===== src/rtl/mini_core_pkg.sv =====
`default_nettype none

package mini_core_pkg;

    localparam int xlen = 32;

    typedef logic [4:0] reg_addr_t;

    // Major opcodes of the supported groups
    localparam logic [6:0] opcode_op     = 7'b0110011;
    localparam logic [6:0] opcode_op_imm = 7'b0010011;
    localparam logic [6:0] opcode_lui    = 7'b0110111;

    typedef enum logic [3:0] {
        alu_add,
        alu_sub,
        alu_sll,
        alu_slt,
        alu_sltu,
        alu_xor,
        alu_srl,
        alu_sra,
        alu_or,
        alu_and,
        alu_pass_b
    } alu_op_e;

    ////////////////////
    // Instruction formats
    typedef struct packed {
        logic [6:0] funct7;
        reg_addr_t  rs2;
        reg_addr_t  rs1;
        logic [2:0] funct3;
        reg_addr_t  rd;
        logic [6:0] opcode;
    } r_type_t;

    typedef struct packed {
        logic [11:0] imm;
        reg_addr_t   rs1;
        logic [2:0]  funct3;
        reg_addr_t   rd;
        logic [6:0]  opcode;
    } i_type_t;

    typedef struct packed {
        logic [19:0] imm;
        reg_addr_t   rd;
        logic [6:0]  opcode;
    } u_type_t;

    typedef union packed {
        r_type_t r;
        i_type_t i;
        u_type_t u;
    } instr_u;

    ////////////////////
    // Stage packets
    typedef struct packed {
        logic            valid;
        logic [xlen-1:0] pc;
        instr_u          instr;
    } fetch_packet_t;

    typedef struct packed {
        logic            valid;
        logic [xlen-1:0] pc;
        instr_u          instr;
        alu_op_e         alu_op;
        logic [xlen-1:0] operand_a;
        logic [xlen-1:0] operand_b;
        reg_addr_t       rd;
        logic            wr_en;
    } issue_packet_t;

    typedef struct packed {
        logic            valid;
        logic [xlen-1:0] pc;
        instr_u          instr;
        reg_addr_t       rd;
        logic            wr_en;
        logic [xlen-1:0] value;
    } retire_t;

    typedef struct packed {
        logic            valid;
        logic            wr_en;
        reg_addr_t       rd;
        logic [xlen-1:0] value;
    } fwd_t;

endpackage

`default_nettype wire


===== src/rtl/fetch.sv =====
`timescale 1ns/1ps
`default_nettype none

module fetch
    import mini_core_pkg::*;
#(
    parameter logic [xlen-1:0] RESET_PC = '0
) (
    input  logic            clk,
    input  logic            arst_n,
    output logic            imem_req,
    output logic [xlen-1:0] imem_addr,
    input  logic            imem_rvalid,
    input  logic [xlen-1:0] imem_rdata,
    output fetch_packet_t   fetch
);

    logic [xlen-1:0] pc;
    logic            req_pending;
    logic            done;
    logic            pkt_valid;
    logic [xlen-1:0] pkt_pc;
    instr_u          pkt_instr;

    // Request completes in the cycle the word comes back
    assign done      = req_pending & imem_rvalid;
    assign imem_req  = req_pending;
    assign imem_addr = pc;

    // Request is idle for one cycle after each completion
    always_ff @(posedge clk or negedge arst_n) begin
        if (!arst_n) begin
            pc          <= RESET_PC;
            req_pending <= 1'b0;
            pkt_valid   <= 1'b0;
        end else begin
            pkt_valid <= done;
            if (done) begin
                pc          <= pc + xlen'(4);
                req_pending <= 1'b0;
            end else if (!req_pending) begin
                req_pending <= 1'b1;
            end
        end
    end

    always_ff @(posedge clk) begin
        if (done) begin
            pkt_pc    <= pc;
            pkt_instr <= imem_rdata;
        end
    end

    assign fetch = '{valid: pkt_valid, pc: pkt_pc, instr: pkt_instr};

endmodule

`default_nettype wire


===== src/rtl/register_file.sv =====
`timescale 1ns/1ps
`default_nettype none

module register_file
    import mini_core_pkg::*;
(
    input  logic            clk,
    input  logic            arst_n,
    input  reg_addr_t       rs1_addr,
    input  reg_addr_t       rs2_addr,
    output logic [xlen-1:0] rs1_data,
    output logic [xlen-1:0] rs2_data,
    input  logic            wr_en,
    input  reg_addr_t       wr_addr,
    input  logic [xlen-1:0] wr_data
);

    // x0 has no storage
    logic [xlen-1:0] regs [1:31];

    always_ff @(posedge clk or negedge arst_n) begin
        if (!arst_n) begin
            for (int k = 1; k < 32; k++)
                regs[k] <= '0;
        end else if (wr_en && wr_addr != '0) begin
            regs[wr_addr] <= wr_data;
        end
    end

    // Reads see the old value during a write
    assign rs1_data = (rs1_addr == '0) ? '0 : regs[rs1_addr];
    assign rs2_data = (rs2_addr == '0) ? '0 : regs[rs2_addr];

endmodule

`default_nettype wire


===== src/rtl/decode_and_issue.sv =====
`timescale 1ns/1ps
`default_nettype none

module decode_and_issue
    import mini_core_pkg::*;
(
    input  logic            clk,
    input  logic            arst_n,
    input  fetch_packet_t   fetch,
    output reg_addr_t       rs1_addr,
    output reg_addr_t       rs2_addr,
    input  logic [xlen-1:0] rs1_data,
    input  logic [xlen-1:0] rs2_data,
    input  fwd_t            alu_fwd,
    input  fwd_t            wb_fwd,
    output issue_packet_t   issue
);

    instr_u          instr;
    logic [xlen-1:0] imm_i;
    logic [xlen-1:0] imm_u;
    logic [xlen-1:0] rs1_val;
    logic [xlen-1:0] rs2_val;
    logic [xlen-1:0] op_b;
    alu_op_e         op;
    logic            supported;
    issue_packet_t   next;
    issue_packet_t   issue_q;
    logic            issue_valid;

    // Youngest matching writer wins and x0 never forwards
    function automatic logic [xlen-1:0] resolve(
        input reg_addr_t       addr,
        input logic [xlen-1:0] rf_val,
        input fwd_t            young,
        input fwd_t            old
    );
        logic [xlen-1:0] val;
        val = rf_val;
        if (addr != '0) begin
            if (young.valid && young.wr_en && young.rd == addr)
                val = young.value;
            else if (old.valid && old.wr_en && old.rd == addr)
                val = old.value;
        end
        return val;
    endfunction

    ////////////////////
    // Field decode
    assign instr    = fetch.instr;
    assign rs1_addr = instr.r.rs1;
    assign rs2_addr = instr.r.rs2;
    assign imm_i    = {{(xlen-12){instr.i.imm[11]}}, instr.i.imm};
    assign imm_u    = {instr.u.imm, 12'b0};

    always_comb begin
        op        = alu_add;
        supported = 1'b1;
        case (instr.r.opcode)
            opcode_op, opcode_op_imm: begin
                case (instr.r.funct3)
                    // Only the register form has sub
                    3'b000:  op = (instr.r.opcode == opcode_op && instr.r.funct7[5])
                                  ? alu_sub : alu_add;
                    3'b001:  op = alu_sll;
                    3'b010:  op = alu_slt;
                    3'b011:  op = alu_sltu;
                    3'b100:  op = alu_xor;
                    3'b101:  op = instr.r.funct7[5] ? alu_sra : alu_srl;
                    3'b110:  op = alu_or;
                    default: op = alu_and;
                endcase
            end
            opcode_lui: op = alu_pass_b;
            default:    supported = 1'b0;
        endcase
    end

    ////////////////////
    // Operands
    assign rs1_val = resolve(rs1_addr, rs1_data, alu_fwd, wb_fwd);
    assign rs2_val = resolve(rs2_addr, rs2_data, alu_fwd, wb_fwd);

    always_comb begin
        case (instr.r.opcode)
            opcode_op:  op_b = rs2_val;
            opcode_lui: op_b = imm_u;
            default:    op_b = imm_i;
        endcase
    end

    always_comb begin
        next           = '0;
        next.valid     = fetch.valid;
        next.pc        = fetch.pc;
        next.instr     = instr;
        next.alu_op    = op;
        next.operand_a = rs1_val;
        next.operand_b = op_b;
        next.rd        = instr.r.rd;
        next.wr_en     = supported && (instr.r.rd != '0);
    end

    ////////////////////
    // Issue register
    always_ff @(posedge clk or negedge arst_n) begin
        if (!arst_n)
            issue_valid <= 1'b0;
        else
            issue_valid <= next.valid;
    end

    always_ff @(posedge clk) begin
        issue_q <= next;
    end

    always_comb begin
        issue       = issue_q;
        issue.valid = issue_valid;
    end

endmodule

`default_nettype wire


===== src/rtl/alu_unit.sv =====
`timescale 1ns/1ps
`default_nettype none

module alu_unit
    import mini_core_pkg::*;
(
    input  logic          clk,
    input  logic          arst_n,
    input  issue_packet_t issue,
    output retire_t       result,
    output fwd_t          fwd
);

    logic [xlen-1:0] a;
    logic [xlen-1:0] b;
    logic [4:0]      shamt;
    logic [xlen-1:0] y;
    retire_t         next;
    retire_t         result_q;
    logic            result_valid;

    assign a     = issue.operand_a;
    assign b     = issue.operand_b;
    assign shamt = b[4:0];

    always_comb begin
        case (issue.alu_op)
            alu_add:  y = a + b;
            alu_sub:  y = a - b;
            alu_sll:  y = a << shamt;
            alu_slt:  y = xlen'($signed(a) < $signed(b));
            alu_sltu: y = xlen'(a < b);
            alu_xor:  y = a ^ b;
            alu_srl:  y = a >> shamt;
            alu_sra:  y = $unsigned($signed(a) >>> shamt);
            alu_or:   y = a | b;
            alu_and:  y = a & b;
            default:  y = b;
        endcase
    end

    always_comb begin
        next       = '0;
        next.valid = issue.valid;
        next.pc    = issue.pc;
        next.instr = issue.instr;
        next.rd    = issue.rd;
        next.wr_en = issue.wr_en;
        next.value = y;
    end

    ////////////////////
    // Result register
    always_ff @(posedge clk or negedge arst_n) begin
        if (!arst_n)
            result_valid <= 1'b0;
        else
            result_valid <= next.valid;
    end

    always_ff @(posedge clk) begin
        result_q <= next;
    end

    always_comb begin
        result       = result_q;
        result.valid = result_valid;
    end

    // Youngest forwarding source
    assign fwd = '{valid: result.valid, wr_en: result.wr_en, rd: result.rd,
                   value: result.value};

endmodule

`default_nettype wire


===== src/rtl/write_back.sv =====
`timescale 1ns/1ps
`default_nettype none

module write_back
    import mini_core_pkg::*;
(
    input  logic            clk,
    input  logic            arst_n,
    input  retire_t         result,
    output logic            wr_en,
    output reg_addr_t       wr_addr,
    output logic [xlen-1:0] wr_data,
    output fwd_t            fwd,
    output retire_t         trace
);

    retire_t wb_q;
    logic    wb_valid;

    always_ff @(posedge clk or negedge arst_n) begin
        if (!arst_n)
            wb_valid <= 1'b0;
        else
            wb_valid <= result.valid;
    end

    always_ff @(posedge clk) begin
        wb_q <= result;
    end

    always_comb begin
        trace       = wb_q;
        trace.valid = wb_valid;
    end

    // Register file is written from the retiring entry
    assign wr_en   = trace.valid & trace.wr_en;
    assign wr_addr = trace.rd;
    assign wr_data = trace.value;

    assign fwd = '{valid: trace.valid, wr_en: trace.wr_en, rd: trace.rd,
                   value: trace.value};

endmodule

`default_nettype wire


===== src/rtl/mini_core.sv =====
`timescale 1ns/1ps
`default_nettype none

module mini_core
    import mini_core_pkg::*;
#(
    parameter logic [xlen-1:0] RESET_PC = '0
) (
    input  logic            clk,
    input  logic            arst_n,
    output logic            imem_req,
    output logic [xlen-1:0] imem_addr,
    input  logic            imem_rvalid,
    input  logic [xlen-1:0] imem_rdata,
    output retire_t         trace
);

    fetch_packet_t   fetch_pkt;
    issue_packet_t   issue_pkt;
    retire_t         alu_result;
    fwd_t            alu_fwd;
    fwd_t            wb_fwd;
    reg_addr_t       rs1_addr;
    reg_addr_t       rs2_addr;
    logic [xlen-1:0] rs1_data;
    logic [xlen-1:0] rs2_data;
    logic            rf_wr_en;
    reg_addr_t       rf_wr_addr;
    logic [xlen-1:0] rf_wr_data;

    ////////////////////
    // Fetch
    fetch #(.RESET_PC(RESET_PC)) fetch_block (
        .clk(clk), .arst_n(arst_n),
        .imem_req(imem_req), .imem_addr(imem_addr),
        .imem_rvalid(imem_rvalid), .imem_rdata(imem_rdata),
        .fetch(fetch_pkt)
    );

    ////////////////////
    // Decode and issue
    decode_and_issue decode_and_issue_block (
        .clk(clk), .arst_n(arst_n), .fetch(fetch_pkt),
        .rs1_addr(rs1_addr), .rs2_addr(rs2_addr),
        .rs1_data(rs1_data), .rs2_data(rs2_data),
        .alu_fwd(alu_fwd), .wb_fwd(wb_fwd), .issue(issue_pkt)
    );

    register_file register_file_block (
        .clk(clk), .arst_n(arst_n),
        .rs1_addr(rs1_addr), .rs2_addr(rs2_addr),
        .rs1_data(rs1_data), .rs2_data(rs2_data),
        .wr_en(rf_wr_en), .wr_addr(rf_wr_addr), .wr_data(rf_wr_data)
    );

    ////////////////////
    // Execute and writeback
    alu_unit alu_unit_block (
        .clk(clk), .arst_n(arst_n), .issue(issue_pkt),
        .result(alu_result), .fwd(alu_fwd)
    );

    write_back write_back_block (
        .clk(clk), .arst_n(arst_n), .result(alu_result),
        .wr_en(rf_wr_en), .wr_addr(rf_wr_addr), .wr_data(rf_wr_data),
        .fwd(wb_fwd), .trace(trace)
    );

endmodule

`default_nettype wire


===== config.mk =====
export PLATFORM = sky130hd
export DESIGN_NAME = mini_core
export DESIGN_NICKNAME = d
export VERILOG_FILES = /design/src/rtl/mini_core_pkg.sv /design/src/rtl/fetch.sv /design/src/rtl/register_file.sv /design/src/rtl/decode_and_issue.sv /design/src/rtl/alu_unit.sv /design/src/rtl/write_back.sv /design/src/rtl/mini_core.sv
export SDC_FILE = /design/constraint.sdc
export NUM_CORES = 2
export LEC_CHECK = 0
export BUFFER_PORTS_ARGS = -buffer_cell sky130_fd_sc_hd__buf_2
export CORE_MARGIN = 10
export CORE_UTILIZATION = 56
export DETAILED_ROUTE_END_ITERATION = 8
export PLACE_DENSITY = 0.72
export SLEW_MARGIN = 15
export SYNTH_ARGS = -nofsm -noshare
export SYNTH_HDL_FRONTEND = slang
export SYNTH_SLANG_ARGS = --single-unit

===== constraint.sdc =====
create_clock -name clk -period 3.6 [get_ports clk]
set_input_delay 0.72 -clock clk [delete_from_list [all_inputs] [get_ports clk]]
set_output_delay 0.72 -clock clk [all_outputs]
set_load 0.005 [all_outputs]

==> flow_metrics.tcl <==
set metrics [dict create \
    placed_cells 7423 \
    h-tree-depth 4 \
    cp-end-kind "register" \
    synth.top_cell.area_share 0.348 \
    drtIter0Drc 6551 \
    fin_area_sq_um 83600 \
    grt.overflow.total 0 \
    synth_edf_count 62 \
    period_needed_ns 3.40 \
    post_cts_buffers 0 \
    critical_path_required_ns 4.26 \
    rsz0062_at_grt "false" \
    finalCritPeriodShare 0.944 \
    yosysUniqueCellTypes 95 \
    yosysTopAreaCell "dfrtp_1" \
    synth_warnings 0 \
    fp.dieW_microns 383 \
    ys_ff_latch 1410 \
    final_max_slew_viol_count 0 \
    crit_path_max_fanout 18 \
    gp_congestion 1.05 \
    grt_pass1_vias 53557 \
    drive_gt1_frac 0.417 \
    hpwl_microns 169000 \
    die_area_sq_um 147000 \
    hold_viol 0 \
    fin_cells 7700 \
    holdPathStages 1 \
    die_y_microns 383 \
    setup_tns_ns 0 \
    synth_cells 5639 \
    yosysSeqAreaShare 0.460 \
    yosys-top-cells-area "dfrtp_1 (35%), mux2_2 (16%), mux4_2 (16%)" \
    start_kind "register" \
    p_leak_nw 38.0 \
    antenna_found_initial 14 \
    cts_tree "built" \
    drcViolationCount 0 \
    grt_max_degree 113 \
    place_area_sq_um 78600 \
    cp.arrival_ns 4.06 \
    start_util 0.563 \
    syn_area_per_cell_sq_um 13.1 \
    finalPower_w 0.0377 \
    vias 53378 \
    routedWlPerCell_microns 33.1 \
    core_area_sq_um 131000 \
    core.rowCount 133 \
    met3_usage 0.0890 \
    clockBufferDepth 3 \
    clkSinkCount 1410 \
    synth-async-reset-ratio 0.728 \
    detail-route-antenna-nets 0 \
    clk_latency_ns 0.82 \
    tightest_slew_ns 1.19 \
    crit_top_cell "buf_4" \
    rr_startpoint "fetch_block.pkt_instr[20]" \
    status "completed" \
    routed_wl_microns 255000 \
    cpPeakStageDelay_ns 0.63 \
    r2r_setup_slack_ns 0.20 \
    finalClockSkew_ns 0.0547 \
    fmax_ghz 0.294 \
    drtPass1Iterations 6 \
    nets 5959 \
    cts_made_buffers 150 \
    ff2ff_path_depth 10 \
    crit_start "fetch_block.pkt_instr[20]" \
    syn_area_sq_um 73800 \
    grt-busiest-layer "met2" \
    cts.root.buffer_cell "clkbuf_16" \
    slowest_stage "and4_2" \
    min_to "fetch_block.pkt_instr[13]" \
    max_slew_margin 0.199 \
    critPathKind "reg -> reg" \
    ios 171 \
    setup_violations 0 \
    cts.clk_slew.worst_paths_ns 0.08 \
    grt_pass1_wl_microns 372000 \
    worst_hold_slack_ns 0.0884 \
    holdCritPathClass "in -> reg" \
    p_per_area_nw_per_um2 450 \
    viasPerCell 6.93 \
    max-vdd-ir-drop_v 0.000509 \
    r2r-end "decode_and_issue_block.issue[19]" \
    cap_violations 0 \
    numPortBuffers 166 \
    use_met1 0.454 \
    area_growth_pct 13.3 \
    worst_hold_startpoint "imem_rdata[13]" \
    synth-main-ff-cell "dfrtp_1" \
    worstPathCellList "buf_12 > buf_4 > xor2_1 > nor4_1 > and4_2 > buf_4 > nor3_1 > buf_4 > a21oi_1 > o21ai_0" \
    grt_use_met2 0.519 \
    grt_use_total 0.342 \
]
-- synthesized netlist by cell type (all sizes together), types with 10 or more instances --
master / instances
a221oi: 45
mux4: 514
nor3: 44
o211ai: 48
xor2: 29
or3: 15
o2111ai: 11
o21a: 12
buf: 255
o221ai: 51
a211oi: 58
a31oi: 19
edfxtp: 62
nor2b: 25
mux2: 1080
xnor2: 43
and3: 20
clkbuf: 281
inv: 103
nand2: 199
a22oi: 31
ha: 101
o21bai: 13
a21oi: 225
a21o: 27
nand4: 16
nor2: 268
and2: 13
a2111oi: 11
nor4: 13
a221o: 17
a22o: 46
o22ai: 40
o31ai: 10
mux2i: 185
nand2b: 16
dfrtp: 1027
nand3: 49
dfxtp: 321
o21ai: 203
-- area by class of cell --
type / count / area [sq um]
Antenna cell: 3 / 7.51
Clock buffer: 219 / 4430
Multi-Input combinational cell: 3591 / 37300
Clock inverter: 54 / 579
Inverter: 105 / 397
Tap cell: 1755 / 2200
Sequential cell: 1410 / 34000
Fill cell: 9847 / 47500
Timing Repair Buffer: 563 / 4750
-- sequential cells by signal, indices dropped and copies added (netlist names), 30 cells and up --
signal                        cells
fetch_block.imem_addr            30
write_back_block.wr_data         32
alu_unit_block.result            62
fetch_block.pkt_pc               30
write_back_block.trace           62
decode_and_issue_block.issue    131
alu_unit_block.fwd               33
register_file_block.regs        992
fetch_block.pkt_instr            32
-- layout by cell type (no fill, tap or decap), types with 32 or more instances in the layout --
| master | instances |
|---|---|
| nor3_1 | 39 |
| mux2i_1 | 185 |
| edfxtp_1 | 62 |
| dfrtp_1 | 1027 |
| clkbuf_8 | 33 |
| inv_1 | 99 |
| nand3_1 | 43 |
| clkbuf_16 | 154 |
| o21ai_0 | 195 |
| xnor2_1 | 43 |
| nand2_1 | 194 |
| o22ai_1 | 40 |
| ha_1 | 101 |
| o211ai_1 | 45 |
| nor2_1 | 248 |
| buf_4 | 322 |
| buf_12 | 74 |
| clkbuf_1 | 32 |
| a21oi_1 | 223 |
| a211oi_1 | 55 |
| dfxtp_1 | 317 |
| o221ai_1 | 51 |
| a22o_1 | 46 |
| mux2_2 | 1077 |
| mux4_2 | 514 |
| a221oi_1 | 44 |
| buf_2 | 165 |
-- worst max path at each step --
stage                                             endpoint  cells after the start
after floorplan                  fetch_block.imem_addr[31]                      8
after global placement              alu_unit_block.fwd[30]                     14
after detailed placement            alu_unit_block.fwd[30]                     14
after CTS                           alu_unit_block.fwd[30]                     14
after global routing                alu_unit_block.fwd[30]                     14
final                     decode_and_issue_block.issue[19]                     10
-- worst max-delay path, delay by kind of cell, from the launching register on --
| kind | cells | cell delay (ns) |
|---|---|---|
| compound gates | 2 | 0.59 |
| xor+xnor | 1 | 0.17 |
| flops | 1 | 0.41 |
| simple gates | 3 | 1.07 |
| buf+inv | 4 | 0.99 |
-- repair_timing --
item                       in CTS  in global routing
hold endpoints to repair       35                  0
hold buffers                    1                  0
setup endpoints to repair       0                  1
gates resized for setup         0                  0
-- cell families after synthesis --
group | after synthesis | synth area share
adder cells (fa/ha/maj) | 103 | 0.0177
buffers and inverters | 641 | 0.0380
AO/OA/AOI/OAI | 933 | 0.0860
flip-flops | 1410 | 0.460
multiplexers | 1779 | 0.347
AND/OR/NAND/NOR | 700 | 0.0425
other | 1 | 0.0000508
XOR/XNOR | 72 | 0.00854
-- power breakdown --
part,internal [W],leakage [nW],switching (W),total [W]
logic,0.00166,17.9,0.00323,0.00489
registers,0.0164,17.6,0.000607,0.0170
clock network,0.00899,2.47,0.00673,0.0157
total,0.0271,38.0,0.0106,0.0377
-- stage by stage --
stage               utilization  setup WS [ns]
floorplan                     -          0.127
global placement          0.599          0.247
detailed placement        0.599          0.182
CTS                       0.638          0.165
global route              0.638         0.0134
finish                    0.638          0.202
-- metal layers --
metal,share of wire,vias up,routed length (microns)
li1,-,21717,-
met3,0.10,727,26100
met4,0.059,12,14900
met1,0.39,27847,98500
met5,0.00033,-,84
met2,0.45,3075,115000
Note: power is estimated with default switching activity, not from simulation.
